**src/rtl/tmu_pix_pkg.sv**
```systemverilog
// pixel, address, burst and FML port types shared by the texture back end, imported by each stage
package tmu_pix_pkg;

	// byte address width of the external memory
	localparam int fml_depth = 26;

	// a 32-byte memory line holds sixteen RGB565 pixels
	localparam int pixels_per_burst = 16;

	// the FML port moves a line as four 64-bit beats
	localparam int beats_per_burst = 4;

	// one RGB565 pixel, red in the top five bits
	typedef logic [15:0] pixel_t;

	// destination address counted in 16-bit words, so one bit less than a byte address
	typedef logic [fml_depth-2:0] dst_adr_t;

	// address of a 32-byte line, the word address without its four slot bits
	typedef logic [fml_depth-6:0] burst_adr_t;

	// one select bit per pixel slot, the MSB stands for pixel 0 of the line
	typedef logic [pixels_per_burst-1:0] burst_sel_t;

	// sixteen pixels, pixel 0 in the top sixteen bits so that beat 0 leaves first
	typedef logic [pixels_per_burst*16-1:0] burst_data_t;

	// byte address on the FML bus
	typedef logic [fml_depth-1:0] fml_adr_t;

	// one data beat of the FML bus
	typedef logic [63:0] fml_data_t;

	// byte enables of one beat
	typedef logic [7:0] fml_sel_t;

	// decay factor, 63 leaves pixels unchanged
	typedef logic [5:0] brightness_t;

endpackage

```
**src/rtl/tmu_csr_pkg.sv**
```systemverilog
// CSR register map, control register fields and sequencer states of the texture back end
package tmu_csr_pkg;

	// the upper address bits select the register page of this block
	localparam int csr_page_w = 10;

	typedef logic [13:0] csr_adr_t;
	typedef logic [31:0] csr_data_t;

	// number of input pixels that make up one run
	typedef logic [23:0] pix_count_t;

	// register index, taken from the low four address bits
	typedef enum logic [3:0] {
		reg_ctl        = 4'd0,
		reg_count      = 4'd1,
		reg_brightness = 4'd2,
		reg_chroma     = 4'd3
	} csr_reg_e;

	// writing 1 here starts a run
	localparam int ctl_start_bit = 0;
	// reads back as 1 while a run is in progress
	localparam int ctl_busy_bit = 0;
	// enable of the chroma key, the key itself sits in bits 15..0
	localparam int chroma_en_bit = 16;

	// run sequencer, the flush state lasts exactly one cycle
	typedef enum logic [1:0] {
		IDLE,
		WAIT_PROCESS,
		FLUSH,
		WAIT_FLUSH
	} seq_state_e;

endpackage

```
**src/rtl/tmu_ctlif.sv**
```systemverilog
// CSR register file of the texture back end, holds the run settings and raises the done interrupt
module tmu_ctlif #(
	parameter logic [tmu_csr_pkg::csr_page_w-1:0] csr_addr = '0
) (
	input  logic                     sys_clk,
	input  logic                     sys_rst,

	input  tmu_csr_pkg::csr_adr_t    csr_a_i,
	input  logic                     csr_we_i,
	input  tmu_csr_pkg::csr_data_t   csr_di_i,
	output tmu_csr_pkg::csr_data_t   csr_do_o,

	output logic                     irq_o,

	input  logic                     busy_i,
	input  logic                     done_i,
	output logic                     start_o,

	output tmu_csr_pkg::pix_count_t  pix_count_o,
	output tmu_pix_pkg::brightness_t brightness_o,
	output logic                     chroma_key_en_o,
	output tmu_pix_pkg::pixel_t      chroma_key_o
);

	import tmu_csr_pkg::*;

	logic      page_sel;
	csr_reg_e  reg_sel;
	csr_data_t rd_data;

	// the page matches when the upper address bits equal the block's CSR address
	assign page_sel = (csr_a_i[$bits(csr_adr_t)-1 -: csr_page_w] == csr_addr);
	assign reg_sel  = csr_reg_e'(csr_a_i[$bits(csr_reg_e)-1:0]);

	// writes land on the same edge they are presented on
	always_ff @(posedge sys_clk) begin
		if (sys_rst) begin
			start_o         <= 1'b0;
			pix_count_o     <= '0;
			brightness_o    <= '1;
			chroma_key_en_o <= 1'b0;
			chroma_key_o    <= '0;
		end else begin
			// start is a single-cycle pulse following the write
			start_o <= 1'b0;
			if (page_sel && csr_we_i) begin
				case (reg_sel)
					reg_ctl:        start_o <= csr_di_i[ctl_start_bit];
					reg_count:      pix_count_o <= csr_di_i[$bits(pix_count_o)-1:0];
					reg_brightness: brightness_o <= csr_di_i[$bits(brightness_o)-1:0];
					reg_chroma: begin
						chroma_key_en_o <= csr_di_i[chroma_en_bit];
						chroma_key_o    <= csr_di_i[$bits(chroma_key_o)-1:0];
					end
					default: ;
				endcase
			end
		end
	end

	// read mux, unmapped indices return zero
	always_comb begin
		rd_data = '0;
		case (reg_sel)
			reg_ctl:        rd_data[ctl_busy_bit] = busy_i;
			reg_count:      rd_data[$bits(pix_count_o)-1:0] = pix_count_o;
			reg_brightness: rd_data[$bits(brightness_o)-1:0] = brightness_o;
			reg_chroma: begin
				rd_data[chroma_en_bit] = chroma_key_en_o;
				rd_data[$bits(chroma_key_o)-1:0] = chroma_key_o;
			end
			default: ;
		endcase
	end

	// read data is valid one cycle after the address, and zero off the page
	always_ff @(posedge sys_clk) begin
		if (sys_rst) begin
			csr_do_o <= '0;
			irq_o    <= 1'b0;
		end else begin
			csr_do_o <= page_sel ? rd_data : '0;
			// done comes on the last cycle of a run, so irq lines up with the return to idle
			irq_o    <= done_i;
		end
	end

endmodule

```
**src/rtl/tmu_decay.sv**
```systemverilog
// brightness decay stage with chroma-key dropping, two registers deep on the pixel pipeline
module tmu_decay (
	input  logic                     sys_clk,
	input  logic                     sys_rst,

	output logic                     busy_o,

	input  tmu_pix_pkg::brightness_t brightness_i,
	input  logic                     chroma_key_en_i,
	input  tmu_pix_pkg::pixel_t      chroma_key_i,

	input  logic                     pipe_stb_i,
	output logic                     pipe_ack_o,
	input  tmu_pix_pkg::pixel_t      src_pixel_i,
	input  tmu_pix_pkg::dst_adr_t    dst_adr_i,

	output logic                     pipe_stb_o,
	input  logic                     pipe_ack_i,
	output tmu_pix_pkg::pixel_t      src_pixel_o,
	output tmu_pix_pkg::dst_adr_t    dst_adr_o
);

	import tmu_pix_pkg::*;

	logic        s1_valid;
	logic        s1_ready;
	logic        s2_ready;
	logic        key_hit;
	logic [6:0]  bright_scale;
	logic [10:0] r_prod;
	logic [11:0] g_prod;
	logic [10:0] b_prod;
	dst_adr_t    s1_dst_adr;

	// a full stage moves on when the one after it is empty or being emptied
	assign s2_ready   = ~pipe_stb_o | pipe_ack_i;
	assign s1_ready   = ~s1_valid | s2_ready;
	assign pipe_ack_o = s1_ready;
	assign busy_o     = s1_valid | pipe_stb_o;

	// a keyed pixel is taken from the input but never enters stage one
	assign key_hit = chroma_key_en_i & (src_pixel_i == chroma_key_i);

	// factor runs 1..64, so each channel is scaled by (brightness + 1) / 64
	assign bright_scale = {1'b0, brightness_i} + 7'd1;

	always_ff @(posedge sys_clk) begin
		if (sys_rst) begin
			s1_valid   <= 1'b0;
			pipe_stb_o <= 1'b0;
		end else begin
			if (s1_ready)
				s1_valid <= pipe_stb_i & ~key_hit;
			if (s2_ready)
				pipe_stb_o <= s1_valid;
		end
	end

	// stage one multiplies the three channels
	always_ff @(posedge sys_clk) begin
		if (s1_ready) begin
			r_prod     <= 11'(src_pixel_i[15:11]) * 11'(bright_scale);
			g_prod     <= 12'(src_pixel_i[10:5]) * 12'(bright_scale);
			b_prod     <= 11'(src_pixel_i[4:0]) * 11'(bright_scale);
			s1_dst_adr <= dst_adr_i;
		end
	end

	// stage two drops the six fraction bits and packs RGB565 again
	always_ff @(posedge sys_clk) begin
		if (s2_ready) begin
			src_pixel_o <= {r_prod[10:6], g_prod[11:6], b_prod[10:6]};
			dst_adr_o   <= s1_dst_adr;
		end
	end

endmodule

```
**src/rtl/tmu_burst.sv**
```systemverilog
// burst assembler, merges pixels of one 32-byte line and hands the line on at a line change or flush
module tmu_burst (
	input  logic                     sys_clk,
	input  logic                     sys_rst,

	input  logic                     flush_i,
	output logic                     busy_o,

	input  logic                     pipe_stb_i,
	output logic                     pipe_ack_o,
	input  tmu_pix_pkg::pixel_t      src_pixel_i,
	input  tmu_pix_pkg::dst_adr_t    dst_adr_i,

	output logic                     pipe_stb_o,
	input  logic                     pipe_ack_i,
	output tmu_pix_pkg::burst_adr_t  burst_adr_o,
	output tmu_pix_pkg::burst_sel_t  burst_sel_o,
	output tmu_pix_pkg::burst_data_t burst_do_o
);

	import tmu_pix_pkg::*;

	localparam int slot_w = $clog2(pixels_per_burst);

	// line being gathered
	burst_adr_t  cur_adr;
	burst_sel_t  cur_sel;
	burst_data_t cur_data;

	burst_adr_t        pix_line;
	logic [slot_w-1:0] pix_slot;
	burst_sel_t        slot_bit;
	logic              out_free;
	logic              take;
	logic              emit;

	// word address splits into line and slot within the line
	assign pix_line = dst_adr_i[$bits(dst_adr_t)-1:slot_w];
	assign pix_slot = dst_adr_i[slot_w-1:0];

	// pixel 0 owns the MSB of the select word
	assign slot_bit = {1'b1, {(pixels_per_burst-1){1'b0}}} >> pix_slot;

	// the output register can take a line when empty or drained this cycle
	assign out_free   = ~pipe_stb_o | pipe_ack_i;
	assign pipe_ack_o = out_free;
	assign take       = pipe_stb_i & out_free;

	// a non-empty line leaves on flush or when a pixel of another line comes in
	assign emit = (|cur_sel) & out_free & (flush_i | (pipe_stb_i & (pix_line != cur_adr)));

	assign busy_o = (|cur_sel) | pipe_stb_o;

	always_ff @(posedge sys_clk) begin
		if (sys_rst) begin
			cur_sel    <= '0;
			pipe_stb_o <= 1'b0;
		end else begin
			// an emitted line restarts with the incoming pixel, if there is one
			if (emit)
				cur_sel <= take ? slot_bit : '0;
			else if (take)
				cur_sel <= cur_sel | slot_bit;

			if (emit)
				pipe_stb_o <= 1'b1;
			else if (pipe_ack_i)
				pipe_stb_o <= 1'b0;
		end
	end

	// slots of cleared selects keep stale data, the select word masks them
	always_ff @(posedge sys_clk) begin
		if (take) begin
			// a later pixel for the same slot overwrites the earlier one
			cur_data[$bits(burst_data_t)-1 - $bits(pixel_t)*pix_slot -: $bits(pixel_t)] <=
				src_pixel_i;
			cur_adr <= pix_line;
		end
	end

	// output register sees the line as it stood before this cycle's pixel
	always_ff @(posedge sys_clk) begin
		if (emit) begin
			burst_adr_o <= cur_adr;
			burst_sel_o <= cur_sel;
			burst_do_o  <= cur_data;
		end
	end

endmodule

```
**src/rtl/tmu_pixout.sv**
```systemverilog
// FML write master, sends one assembled line as an address request and four data beats
module tmu_pixout (
	input  logic                     sys_clk,
	input  logic                     sys_rst,

	output logic                     busy_o,

	input  logic                     pipe_stb_i,
	output logic                     pipe_ack_o,
	input  tmu_pix_pkg::burst_adr_t  burst_adr_i,
	input  tmu_pix_pkg::burst_sel_t  burst_sel_i,
	input  tmu_pix_pkg::burst_data_t burst_do_i,

	output tmu_pix_pkg::fml_adr_t    fml_adr_o,
	output logic                     fml_stb_o,
	input  logic                     fml_ack_i,
	output tmu_pix_pkg::fml_sel_t    fml_sel_o,
	output tmu_pix_pkg::fml_data_t   fml_do_o
);

	import tmu_pix_pkg::*;

	localparam int pix_per_beat = pixels_per_burst / beats_per_burst;
	localparam int beat_w       = $clog2(beats_per_burst);

	typedef enum logic [1:0] {
		PO_IDLE,
		PO_REQ,
		PO_DATA
	} po_state_e;

	po_state_e               state;
	logic [beat_w-1:0]       beat_cnt;
	logic [pix_per_beat-1:0] beat_sel;
	burst_adr_t              adr_r;
	burst_sel_t              sel_r;
	burst_data_t             data_r;

	// a new line is only taken between writes
	assign pipe_ack_o = (state == PO_IDLE);
	assign busy_o     = (state != PO_IDLE);
	assign fml_stb_o  = (state == PO_REQ);

	// line number times 32 gives the byte address
	assign fml_adr_o = {adr_r, {(fml_depth-$bits(burst_adr_t)){1'b0}}};

	// beat n carries pixels 4n..4n+3, the first of them in the top field
	assign fml_do_o = data_r[$bits(burst_data_t)-1 - $bits(fml_data_t)*beat_cnt -: $bits(fml_data_t)];
	assign beat_sel = sel_r[pixels_per_burst-1 - pix_per_beat*beat_cnt -: pix_per_beat];

	// every selected pixel enables both of its bytes
	always_comb begin
		for (int i = 0; i < pix_per_beat; i++)
			fml_sel_o[2*i +: 2] = {2{beat_sel[i]}};
	end

	always_ff @(posedge sys_clk) begin
		if (sys_rst) begin
			state    <= PO_IDLE;
			beat_cnt <= '0;
		end else begin
			case (state)
				PO_IDLE: if (pipe_stb_i) state <= PO_REQ;
				// beats start on the cycle after the ack and run back to back
				PO_REQ: if (fml_ack_i) begin
					state    <= PO_DATA;
					beat_cnt <= '0;
				end
				PO_DATA: begin
					beat_cnt <= beat_cnt + 1'b1;
					if (beat_cnt == beat_w'(beats_per_burst - 1))
						state <= PO_IDLE;
				end
				default: state <= PO_IDLE;
			endcase
		end
	end

	// the line is held here for the whole write, freeing the assembler early
	always_ff @(posedge sys_clk) begin
		if (pipe_stb_i && pipe_ack_o) begin
			adr_r  <= burst_adr_i;
			sel_r  <= burst_sel_i;
			data_r <= burst_do_i;
		end
	end

endmodule

```
**src/rtl/tmu_backend.sv**
```systemverilog
// top level of the texture back end that counts input pixels and sequences run, flush and interrupt
module tmu_backend #(
	parameter logic [tmu_csr_pkg::csr_page_w-1:0] csr_addr = '0
) (
	input  logic                   sys_clk,
	input  logic                   sys_rst,

	input  tmu_csr_pkg::csr_adr_t  csr_a_i,
	input  logic                   csr_we_i,
	input  tmu_csr_pkg::csr_data_t csr_di_i,
	output tmu_csr_pkg::csr_data_t csr_do_o,
	output logic                   irq_o,

	input  logic                   pix_stb_i,
	output logic                   pix_ack_o,
	input  tmu_pix_pkg::pixel_t    pix_src_i,
	input  tmu_pix_pkg::dst_adr_t  pix_dst_adr_i,

	output tmu_pix_pkg::fml_adr_t  fml_adr_o,
	output logic                   fml_stb_o,
	input  logic                   fml_ack_i,
	output tmu_pix_pkg::fml_sel_t  fml_sel_o,
	output tmu_pix_pkg::fml_data_t fml_do_o
);

	import tmu_pix_pkg::*;
	import tmu_csr_pkg::*;

	logic        start, busy, done, flush;
	pix_count_t  pix_count;
	brightness_t brightness;
	logic        chroma_key_en;
	pixel_t      chroma_key;

	logic        decay_busy, decay_ack, decay_stb, decay_out_ack;
	pixel_t      decay_pixel;
	dst_adr_t    decay_dst_adr;

	logic        burst_busy, burst_stb, burst_ack;
	burst_adr_t  burst_adr;
	burst_sel_t  burst_sel;
	burst_data_t burst_data;
	logic        pixout_busy;

	pix_count_t  pix_cnt;
	logic        count_reached, pix_gate, pipeline_busy, stream_busy;
	seq_state_e  state, next_state;

	tmu_ctlif #(.csr_addr(csr_addr)) i_ctlif (
		.sys_clk(sys_clk), .sys_rst(sys_rst),
		.csr_a_i(csr_a_i), .csr_we_i(csr_we_i), .csr_di_i(csr_di_i), .csr_do_o(csr_do_o),
		.irq_o(irq_o), .busy_i(busy), .done_i(done), .start_o(start),
		.pix_count_o(pix_count), .brightness_o(brightness),
		.chroma_key_en_o(chroma_key_en), .chroma_key_o(chroma_key)
	);

	// the stream is only offered downstream while the run still wants pixels
	assign count_reached = (pix_cnt == pix_count);
	assign pix_gate      = (state == WAIT_PROCESS) & ~count_reached;
	assign pix_ack_o     = pix_gate & decay_ack;

	tmu_decay i_decay (
		.sys_clk(sys_clk), .sys_rst(sys_rst), .busy_o(decay_busy),
		.brightness_i(brightness), .chroma_key_en_i(chroma_key_en), .chroma_key_i(chroma_key),
		.pipe_stb_i(pix_stb_i & pix_gate), .pipe_ack_o(decay_ack),
		.src_pixel_i(pix_src_i), .dst_adr_i(pix_dst_adr_i),
		.pipe_stb_o(decay_stb), .pipe_ack_i(decay_out_ack),
		.src_pixel_o(decay_pixel), .dst_adr_o(decay_dst_adr)
	);

	tmu_burst i_burst (
		.sys_clk(sys_clk), .sys_rst(sys_rst), .flush_i(flush), .busy_o(burst_busy),
		.pipe_stb_i(decay_stb), .pipe_ack_o(decay_out_ack),
		.src_pixel_i(decay_pixel), .dst_adr_i(decay_dst_adr),
		.pipe_stb_o(burst_stb), .pipe_ack_i(burst_ack),
		.burst_adr_o(burst_adr), .burst_sel_o(burst_sel), .burst_do_o(burst_data)
	);

	tmu_pixout i_pixout (
		.sys_clk(sys_clk), .sys_rst(sys_rst), .busy_o(pixout_busy),
		.pipe_stb_i(burst_stb), .pipe_ack_o(burst_ack),
		.burst_adr_i(burst_adr), .burst_sel_i(burst_sel), .burst_do_i(burst_data),
		.fml_adr_o(fml_adr_o), .fml_stb_o(fml_stb_o), .fml_ack_i(fml_ack_i),
		.fml_sel_o(fml_sel_o), .fml_do_o(fml_do_o)
	);

	assign pipeline_busy = decay_busy | burst_busy | pixout_busy;

	// the last line waits in the assembler until the flush, so only its output register counts here
	assign stream_busy   = decay_busy | burst_stb | pixout_busy;

	// the count of accepted pixels includes dropped ones and restarts from zero at each run
	always_ff @(posedge sys_clk) begin
		if (sys_rst || start)
			pix_cnt <= '0;
		else if (pix_stb_i && pix_ack_o)
			pix_cnt <= pix_cnt + 1'b1;
	end

	always_ff @(posedge sys_clk) begin
		if (sys_rst)
			state <= IDLE;
		else
			state <= next_state;
	end

	// busy follows the registered state, so it rises one cycle after start
	always_comb begin
		next_state = state;
		busy       = (state != IDLE);
		flush      = 1'b0;
		done       = 1'b0;
		case (state)
			IDLE: if (start) next_state = WAIT_PROCESS;
			WAIT_PROCESS: if (count_reached && !stream_busy) next_state = FLUSH;
			FLUSH: begin
				flush      = 1'b1;
				next_state = WAIT_FLUSH;
			end
			// the last line leaves the assembler here and has to reach memory first
			WAIT_FLUSH: if (!pipeline_busy) begin
				next_state = IDLE;
				done       = 1'b1;
			end
			default: next_state = IDLE;
		endcase
	end

endmodule

```
**config.mk**
```make
export PLATFORM = sky130hd
export DESIGN_NAME = tmu_backend
export DESIGN_NICKNAME = d
export VERILOG_FILES = /design/src/rtl/tmu_pix_pkg.sv /design/src/rtl/tmu_csr_pkg.sv /design/src/rtl/tmu_ctlif.sv /design/src/rtl/tmu_decay.sv /design/src/rtl/tmu_burst.sv /design/src/rtl/tmu_pixout.sv /design/src/rtl/tmu_backend.sv
export SDC_FILE = /design/constraint.sdc
export NUM_CORES = 1
export LEC_CHECK = 0
export BUFFER_PORTS_ARGS = -buffer_cell sky130_fd_sc_hd__clkbuf_2
export CORE_MARGIN = 5
export CORE_UTILIZATION = 53
export DETAILED_ROUTE_END_ITERATION = 8
export PLACE_DENSITY = 0.71
export SLEW_MARGIN = 10
export SYNTH_ARGS = -nofsm -noshare
export SYNTH_HDL_FRONTEND = slang
export SYNTH_HIERARCHICAL = 1
export SYNTH_SLANG_ARGS = --single-unit
```
**constraint.sdc**
```tcl
create_clock -name sys_clk -period 21.1 [get_ports sys_clk]
set_input_delay 3.165 -clock sys_clk [delete_from_list [all_inputs] [get_ports sys_clk]]
set_output_delay 3.165 -clock sys_clk [all_outputs]
set_load 0.005 [all_outputs]
```
==> results of run 1 <==
==> cells by family (layout without fill, tap and decap cells) <==
kind of cell / Yosys count / after routing / synth area share (%)
buffers and inverters: 248 / 507 / 2.87
other: 2 / 14 / 0.0179
muxes: 136 / 136 / 5.33
and+or+nand+nor: 699 / 699 / 10.5
AOI/OAI and AO/OA: 121 / 121 / 2.05
DFF: 1067 / 1067 / 73.4
xor gates and xnor gates: 91 / 91 / 1.90
adders and majority gates: 104 / 104 / 3.91
==> routing by layer <==
metal	vias to the layer above	routed length, um	part of all wire [%]
met5	-	21	0.026
met4	4	2060	2.5
met3	137	4530	5.5
met2	583	43000	53
met1	10482	32100	39
li1	9639	-	-
==> how the worst max path moves through the flow <==
stage	from	to	slack, ns
after floorplan	i_pixout/state[0]	i_burst/burst_adr_o[0]	12.41
after global placement	pix_src_i[4]	i_decay/b_prod[9]	14.39
after detailed placement	pix_src_i[4]	i_decay/b_prod[9]	14.29
after CTS	i_pixout/state[1]	pix_ack_o	14.47
after global routing	i_pixout/state[1]	pix_ack_o	14.33
final	i_pixout/state[1]	pix_ack_o	14.53
==> worst max-delay path: cells and delay by family (launching register included) <==
kind                   cells  cell delay (ns)
buffers and inverters      4             1.20
AND/OR/NAND/NOR            5             1.18
flip-flops                 1             0.38
==> flip-flops by register name (all words and copies together) (netlist names), 2 cells and up <==
register / cells
i_burst/burst_do_o: 256
i_burst/cur_data: 256
i_pixout/data_r: 256
i_decay/dst_adr_o: 25
i_decay/s1_dst_adr: 25
i_ctlif/csr_do_o: 24
i_ctlif/pix_count_o: 24
pix_cnt: 24
i_burst/burst_adr_o: 21
i_burst/cur_adr: 21
i_pixout/adr_r: 21
i_burst/burst_sel_o: 16
i_burst/cur_sel: 16
i_ctlif/chroma_key_o: 16
i_decay/src_pixel_o: 16
i_pixout/sel_r: 16
i_ctlif/brightness_o: 6
i_decay/g_prod: 6
i_decay/b_prod: 5
i_decay/r_prod: 5
i_pixout/beat_cnt: 2
i_pixout/state: 2
state: 2
==> through the flow <==
stage | worst slack (ns) | power, mW | hold WS, ns | instance area (um^2)
floorplan | 12.41 | 2.37 | 0.400 | 42000
global placement | 14.39 | 2.40 | 0.400 | 43700
detailed placement | 14.29 | 2.41 | 0.405 | 43700
CTS | 14.47 | 4.23 | 0.377 | 47100
global route | 14.33 | 4.33 | 0.397 | 47100
finish | 14.53 | 4.19 | 0.381 | 47100
==> report_power, final <==
group	switching (mW)	internal (mW)
combinational	0.0429	0.0243
clock	0.752	1.08
sequential	0.0150	2.28
total	0.810	3.38
==> placed cells by master, fill, tap and decap left out, types with 15 or more instances in the layout <==
cell type / n
nand4_1: 29
clkbuf_2: 202
inv_1: 88
dfxtp_1: 120
mux4_2: 68
nand2_1: 36
fa_1: 45
mux2i_1: 62
nand2b_1: 76
buf_4: 25
edfxtp_1: 945
xor2_1: 37
clkinv_1: 17
clkinv_2: 15
clkbuf_16: 102
o21ai_1: 19
or3_1: 17
xnor2_1: 53
ha_1: 59
a21oi_1: 29
nor3_1: 29
and2_1: 50
and3_1: 266
nand3_1: 46
nor2b_1: 43
nor2_1: 27
clkbuf_1: 18
==> area by class of cell <==
class | instances | area [um^2] | share of cell area [%]
Tap cell | 1050 | 1310 | 2.79
Clock buffer | 124 | 2680 | 5.68
Sequential cell | 1067 | 30800 | 65.4
Timing Repair Buffer | 228 | 1200 | 2.55
Multi-Input combinational cell | 1164 | 10000 | 21.3
Antenna cell | 1 | 2.50 | 0.00531
Inverter | 92 | 345 | 0.733
Clock inverter | 63 | 741 | 1.57
==> impl_metrics.tcl, run 1 <==
set metrics [dict create \
    critPathCaptureType "primary output" \
    chipHeight_um 291 \
    cts.htree.levels 3 \
    final_max_slew_viol_count 0 \
    gp_congestion 0.813 \
    max_slew_margin_pct 18.6 \
    start_util_pct 53.3 \
    critPathRequiredTime_ns 17.94 \
    synth_commonest_cells "edfxtp_1, and3_1, dfxtp_1" \
    vdd_ir_drop_max_mv 0.0672 \
    finalCritPeriodShare_pct 31.2 \
    place_inst 3601 \
    reg2reg_from "i_ctlif/brightness_o[0]" \
    die_w_um 291 \
    yosysWarningCount 6 \
    cts_root_buf "clkbuf_16" \
    worstSetupPathType "reg2out" \
    numCtsBuffers 101 \
    cts_hold_buf 0 \
    cp-start-kind "flop" \
    fin_nets 2850 \
    post-dp-hpwl_um 49900 \
    grt_pass1_wl_um 127000 \
    worstHoldPathType "reg2reg" \
    setup_viol 0 \
    top_usage_layer "met2" \
    worstMarginPinSlew_ns 1.22 \
    ys.flop_type "edfxtp_1" \
    synth.avg_cell_area_um2 17.0 \
    dieArea_um2 84900 \
    drc 0 \
    ys_seq_area_share_pct 73.4 \
    area_growth_syn_to_layout_pct 12.3 \
    wl_um 81700 \
    whs_endpoint "i_pixout/data_r[169]" \
    drt_iter0_markers 1702 \
    status "complete, no violations" \
    finalHoldViolations 0 \
    cts.clk_slew.worst_paths_ns 0.06 \
    synth_most_common_cell "edfxtp_1" \
    hold_start "i_burst/burst_do_o[169]" \
    power-per-cell-area_nw_per_um2 88.9 \
    gr-usage-all-layers_pct 19.2 \
    clock_path_buffers 3 \
    wire_per_inst_um 21.6 \
    yosysTopAreaCell "edfxtp_1" \
    std_cell_rows 103 \
    clock_skew_ns 0.0382 \
    yosys-top-cells-area "edfxtp_1, dfxtp_1, and3_1, mux4_2, fa_1" \
    ios 225 \
    fillers 5696 \
    antenna_left 0 \
    slowest_delay_ns 0.66 \
    fmax_mhz 152 \
    ctsResizeCount 0 \
    vias_per_cell 5.50 \
    crit_slowest_cell "inv_2" \
    drive_gt1_share_pct 19.5 \
    min_path_cells 0 \
    drt_pass1_iterations 5 \
    use_met3_pct 2.91 \
    layout.cells.non_filler 3789 \
    cp.arrival_ns 3.41 \
    cap_violations 0 \
    grt_pass1_vias 21671 \
    leakagePower_nw 17.4 \
    synth-edff-count 945 \
    design.core.area_um2 78700 \
    r2r_slack_ns 15.99 \
    vias 20845 \
    rsz0062_at_grt "false" \
    worst_r2r_endpoint "i_decay/b_prod[9]" \
    rr_worst_depth 14 \
    netlist.area_leader.share_pct 67.6 \
    cts_tree "done" \
    setup-tns-final_ns 0 \
    antenna_found_initial 2 \
    clock_latency_ns 0.65 \
    ys_types 88 \
    synthCells 2468 \
    layout_min_cycle_time_ns 6.57 \
    fin_util_pct 59.9 \
    grt_max_degree 90 \
    gr-usage-met1_pct 24.9 \
    cts.sinks 1067 \
    ys_seq_elements 1067 \
    crit_fanout 43 \
    postCtsSetupBuffers 0 \
    numPortBuffers 203 \
    syn-cell-area_um2 42000 \
    ys_async_sr_fraction_pct 0 \
    gr-total-overflow 0 \
    worstPathCellList "or2_2 -> inv_1 -> nor2b_1 -> inv_2 -> nor2b_1 -> and2_1 -> inv_2 -> and3_1 -> clkbuf_2" \
    met2_usage_pct 33.9 \
]
No activity file was read; power rests on OpenSTA's default activity.
==> run 2, diff against run 1 <==
Settings changed: PLACE_DENSITY 0.71 to 0.73.
Clock period 21.1 ns to 5.8 ns, I/O delays scaled along.
==> run 2 against run 1 <==
Hold slack improved by 0.015 ns. Clock power increased to 3.5 times the previous value. Via count increased by 2.0%. Clock skew decreased by 0.0071 ns. Largest power group unchanged.
==> impl_metrics.tcl, run 2 (same netlist as run 1, synthesis figures left out) <==
set metrics [dict create \
    numPortBuffers 203 \
    ctsResizeCount 0 \
    start_util_pct 53.3 \
    setup-tns-final_ns 0 \
    cap_violations 0 \
    worstHoldPathType "reg2reg" \
    status "complete, no violations" \
    clock_latency_ns 0.66 \
    totalPowerFinal_mw 14.9 \
    gr-total-overflow 0 \
    grt_max_degree 186 \
    ios 225 \
    post-dp-hpwl_um 50600 \
    cts_hold_buf 0 \
    cts.clk_slew.worst_paths_ns 0.06 \
    layout_min_cycle_time_ns 4.85 \
    numCtsBuffers 101 \
    fillers 5668 \
    antenna_left 0 \
    layout_commonest_cell "edfxtp_1" \
    dieArea_um2 84900 \
    place_inst 3601 \
    critPathCaptureType "flop" \
    grt_pass1_vias 22017 \
    grt_pass1_wl_um 129000 \
    finalCritPeriodShare_pct 83.7 \
    timing.hold.ws_ns 0.396 \
    fin_nets 2850 \
    top_regs "i_burst/burst_do_o x256, i_burst/cur_data x256, i_pixout/data_r x256" \
    chipHeight_um 291 \
    clock_skew_ns 0.0311 \
    final_cell_mix "edfxtp_1, and3_1, clkbuf_2, dfxtp_1, clkbuf_16" \
    power-per-cell-area_nw_per_um2 318 \
    slowest_delay_ns 0.72 \
    layout_setup_ws_ns 0.946 \
    rsz0062_at_grt "false" \
    finalHoldViolations 0 \
    crit_buf_inv 3 \
    worstPathCellList "ha_1 -> nand3_1 -> xor2_1 -> buf_4 -> nor2b_1 -> fa_1 -> inv_1 -> fa_1 -> fa_1 -> inv_1 -> ha_1 -> a21oi_1 -> o31ai_4 -> a221oi_2 -> o21ba_1 -> xnor2_1" \
    cts_tree "done" \
    vias 21256 \
    crit_fanout 16 \
    crit_slowest_cell "dfxtp_1" \
    max_slew_margin_pct 25.4 \
    worstSetupPathType "reg2reg" \
    clock_path_buffers 3 \
    drt_pass1_iterations 5 \
    cp-start-kind "flop" \
    design.core.area_um2 78700 \
    leakagePower_nw 17.3 \
    drt_iter0_markers 1651 \
    setup_viol 0 \
    final_max_slew_viol_count 0 \
    drive_gt1_share_pct 19.1 \
    drc 0 \
    cts.htree.levels 3 \
    gr-usage-all-layers_pct 19.5 \
    gp_congestion 0.845 \
    fmax_mhz 206 \
    critPathRequiredTime_ns 6.18 \
    place_ws_ns 0.992 \
    std_cell_rows 103 \
    die_w_um 291 \
    crit_path_frequent_cell "fa_1" \
    cp.arrival_ns 5.24 \
    vias_per_cell 5.61 \
    crit_family "adder cells" \
    area_growth_syn_to_layout_pct 12.0 \
    worstMarginPinSlew_ns 1.12 \
    antenna_found_initial 2 \
    layout.cells.non_filler 3791 \
    wire_per_inst_um 21.9 \
    cts.sinks 1067 \
    vdd_ir_drop_max_mv 0.348 \
    wl_um 83100 \
    cts_root_buf "clkbuf_16" \
    postCtsSetupBuffers 0 \
]
[run 2: cell types whose count changed in the layout (fill, tap and decap cells not counted), sizes merged]
cell / delta
inv: -2
diode: +2
clkbuf: +3
clkinvlp: +1
clkinv: +3
bufinv: -5
[run 2: final cells by class]
| type | instances | area (um^2) | area share, % |
|---|---|---|---|
| Sequential cell | 1067 | 30800 | 65.6 |
| Multi-Input combinational cell | 1164 | 10000 | 21.3 |
| Clock buffer | 127 | 2650 | 5.63 |
| Tap cell | 1050 | 1310 | 2.80 |
| Timing Repair Buffer | 228 | 1240 | 2.64 |
| Clock inverter | 60 | 589 | 1.25 |
| Inverter | 92 | 345 | 0.735 |
| Antenna cell | 3 | 7.51 | 0.0160 |
[run 2: metal layers]
metal | global-route usage (%) | vias up | wire [um]
met4 | 5.80 | 2 | 2070
li1 | - | 9645 | -
met1 | 25.9 | 10709 | 32600
met5 | 0 | - | 19
met2 | 33.4 | 763 | 42500
met3 | 3.29 | 137 | 5840
[run 2: power breakdown]
group          leakage (nW)  internal (mW)  total (mW)  switching [mW]
logic                  6.10         0.0881       0.246           0.158
clock network          1.56           3.64        6.35            2.71
registers              9.64           8.29        8.34          0.0546
[run 2: metrics by stage]
stage	util (%)	cell area [um^2]
after detailed placement	55.6	43700
after global routing	59.7	47000
after global placement	55.6	43700
after CTS	59.7	47000
final	59.7	47000
after floorplan	-	42000
[run 2: worst paths after layout]
path	from	to	slack [ns]	cells after the start
min reg2reg	i_burst/burst_do_o[180]	i_pixout/data_r[180]	0.40	0
min	i_burst/burst_do_o[180]	i_pixout/data_r[180]	0.40	0
max reg2reg	i_ctlif/brightness_o[0]	i_decay/g_prod[10]	0.95	16
max	i_ctlif/brightness_o[0]	i_decay/g_prod[10]	0.95	16
==> run 3, diff against run 2 <==
Clock period 5.8 ns to 4.1 ns, I/O delays scaled along.
==> run 3 against run 2 <==
First-iteration DRC count grew 8.0%. Hold slack lost 0.26 ns. Critical endpoint is now i_decay/r_prod[9]. Setup slack lost 0.91 ns. Non-clock buffer count grew 60. Largest cell class unchanged. Register-to-register slack lost 0.91 ns.
==> impl_metrics.tcl, run 3 (same netlist as run 1, synthesis figures left out) <==
set metrics [dict create \
    setup_viol 0 \
    worstPathCellList "ha_4 -> xor2_4 -> buf_4 -> and2_1 -> fa_1 -> fa_1 -> inv_1 -> fa_1 -> inv_2 -> ha_4 -> nand4_1 -> o31a_2 -> a21boi_4 -> a31oi_1 -> xnor2_1" \
    place_inst 3653 \
    finalHoldViolations 0 \
    final_cell_mix "edfxtp_1, and3_1, clkbuf_2, dfxtp_1, clkbuf_16" \
    cts_root_buf "clkbuf_16" \
    crit_family "adder cells" \
    crit_fanout 5 \
    grt_pass1_wl_um 132000 \
    start_util_pct 53.3 \
    vias 21552 \
    layout_setup_ws_ns 0.0322 \
    internal_power_mw 17.3 \
    grt_max_degree 89 \
    worstHoldPathType "in2reg" \
    power-per-cell-area_nw_per_um2 448 \
    place_ws_ns -0.105 \
    leakagePower_nw 17.7 \
    die_w_um 291 \
    comb_power_share_pct 1.7 \
    cts.htree.levels 3 \
    std_cell_rows 103 \
    drc 0 \
    m1WireLength_um 32900 \
    crit_buf_inv 3 \
    fillers 5575 \
    power_frac_clock_pct 43.3 \
    wl_met3_um 5850 \
    reg2reg_from "i_ctlif/brightness_o[1]" \
    design.core.area_um2 78700 \
    power_switching_mw 4.18 \
    post-dp-hpwl_um 53200 \
    worst_r2r_endpoint "i_decay/r_prod[9]" \
    vdd_ir_drop_max_mv 0.363 \
    cts_tree "done" \
    gp_congestion 0.846 \
    layout_min_cycle_time_ns 4.07 \
    totalPowerFinal_mw 21.5 \
    cts_hold_buf 0 \
    finalCritPeriodShare_pct 99.2 \
    wire_per_inst_um 22.1 \
    clock_latency_ns 0.65 \
    antenna_left 0 \
    whs_endpoint "i_decay/s1_dst_adr[10]" \
    top_regs "i_burst/burst_do_o x256, i_burst/cur_data x256, i_pixout/data_r x256" \
    cts.sinks 1067 \
    power_switching_share_pct 19.5 \
    fin_nets 2912 \
    rr_worst_depth 15 \
    critPathRequiredTime_ns 4.48 \
    met2_length_um 43600 \
    slowest_delay_ns 0.52 \
    fmax_mhz 246 \
    hold_start "pix_dst_adr_i[10]" \
    antenna_found_initial 2 \
    placed_cell_area_um2 44300 \
    routed.top_layer "met4" \
    cts.clk_slew.worst_paths_ns 0.06 \
    min_path_cells 1 \
    drive_gt1_share_pct 22.2 \
    numPortBuffers 203 \
    worstMarginPinSlew_ns 1.18 \
    wl_um 85000 \
    worstSetupPathType "reg2reg" \
    layout_commonest_cell "edfxtp_1" \
    seq_power_share_pct 55.0 \
    clock_skew_ns 0.0230 \
    numCtsBuffers 103 \
    critPathCaptureType "flop" \
    gr-usage-all-layers_pct 19.9 \
    drt_pass1_iterations 7 \
    status "complete, no violations" \
    final_cell_area_um2 47900 \
    crit_path_frequent_cell "fa_1" \
    cap_violations 0 \
    dieArea_um2 84900 \
    area_growth_syn_to_layout_pct 14.2 \
    gr-total-overflow 0 \
    final_max_slew_viol_count 0 \
    vias_per_cell 5.60 \
    r2r_slack_ns 0.03 \
    cp.arrival_ns 4.45 \
    ios 225 \
    clock_path_buffers 3 \
    grt_pass1_vias 22522 \
    chipHeight_um 291 \
    max_slew_margin_pct 21.4 \
    rsz0062_at_grt "true" \
    crit_slowest_cell "fa_1" \
    layout.cells.non_filler 3848 \
    cp-start-kind "flop" \
    drt_iter0_markers 1783 \
]
==> run 3: changes by cell type in the layout (fill, tap and decap cells not counted), moves of 5 or more <==
cell | before | now
clkinv_2 | 19 | 11
nor2b_1 | 43 | 37
ha_4 | 0 | 7
ha_1 | 59 | 52
buf_4 | 22 | 69
buf_12 | 3 | 9
buf_6 | 0 | 5
clkbuf_1 | 25 | 19
nor2b_2 | 2 | 8
clkinv_1 | 19 | 26
==> run 3: power by group through the flow <==
stage | Combinational [mW] | Sequential, mW | Clock [mW]
final | 0.369 | 11.8 | 9.29
after global routing | 0.397 | 11.8 | 9.95
after CTS | 0.363 | 11.8 | 9.47
after detailed placement | 0.361 | 12.0 | 0
after global placement | 0.350 | 12.0 | 0
after floorplan | 0.230 | 12.0 | 0
==> run 3: what timing repair did <==
| action | in CTS | in global routing |
|---|---|---|
| buffers inserted | 3 | 4 |
| endpoints found under the hold margin | 0 | 0 |
| setup endpoints to repair | 10 | 13 |
| gates cloned | 0 | 1 |
| gates resized for setup | 18 | 27 |
| pin swaps | 22 | 37 |
==> run 3: layout make-up <==
cell class	instances	area, um^2	area share, %
antenna	1	2.50	0.00522
timing repair buffer	288	1790	3.74
clock buffer	125	2720	5.69
tap	1050	1310	2.74
multi-input combinational	1164	10300	21.4
inverter	92	345	0.721
clock inverter	61	637	1.33
sequential	1067	30800	64.4
==> run 3: routing by layer <==
metal,up-vias,global-route usage [%]
met1,10853,26.2
met5,-,0
met3,144,3.30
met4,0,7.05
met2,784,33.9
li1,9771,-
==> run 3: worst max path at each step <==
stage                                 start            endpoint  slack [ns]  depth (start not counted)
CTS                 i_ctlif/brightness_o[1]  i_decay/b_prod[10]       0.006                         16
floorplan           i_ctlif/brightness_o[2]  i_decay/b_prod[10]        0.02                         15
detailed placement  i_ctlif/brightness_o[1]   i_decay/b_prod[8]       -0.10                         14
global route        i_ctlif/brightness_o[1]   i_decay/r_prod[9]       -0.11                         15
global placement    i_ctlif/brightness_o[2]  i_decay/g_prod[10]       -0.03                         15
finish              i_ctlif/brightness_o[1]   i_decay/r_prod[9]        0.03                         15
==> run 3: metrics by stage <==
| stage | util (%) | setup TNS (ns) | hold slack (ns) |
|---|---|---|---|
| floorplan | - | 0 | 0.400 |
| global placement | 56.2 | -0.0463 | 0.400 |
| detailed placement | 56.2 | -0.593 | 0.405 |
| CTS | 60.6 | 0 | 0.0928 |
| global route | 60.8 | -0.640 | 0.103 |
| finish | 60.8 | 0 | 0.137 |
==> run 3: worst reg2reg max path, cell delays in order (launching register included) <==
cell	delay (ns)
dfxtp_4	0.35
ha_4	0.18
xor2_4	0.20
buf_4	0.15
and2_1	0.15
fa_1	0.47
fa_1	0.52
inv_1	0.05
fa_1	0.51
inv_2	0.06
ha_4	0.26
nand4_1	0.09
o31a_2	0.38
a21boi_4	0.20
a31oi_1	0.12
xnor2_1	0.14
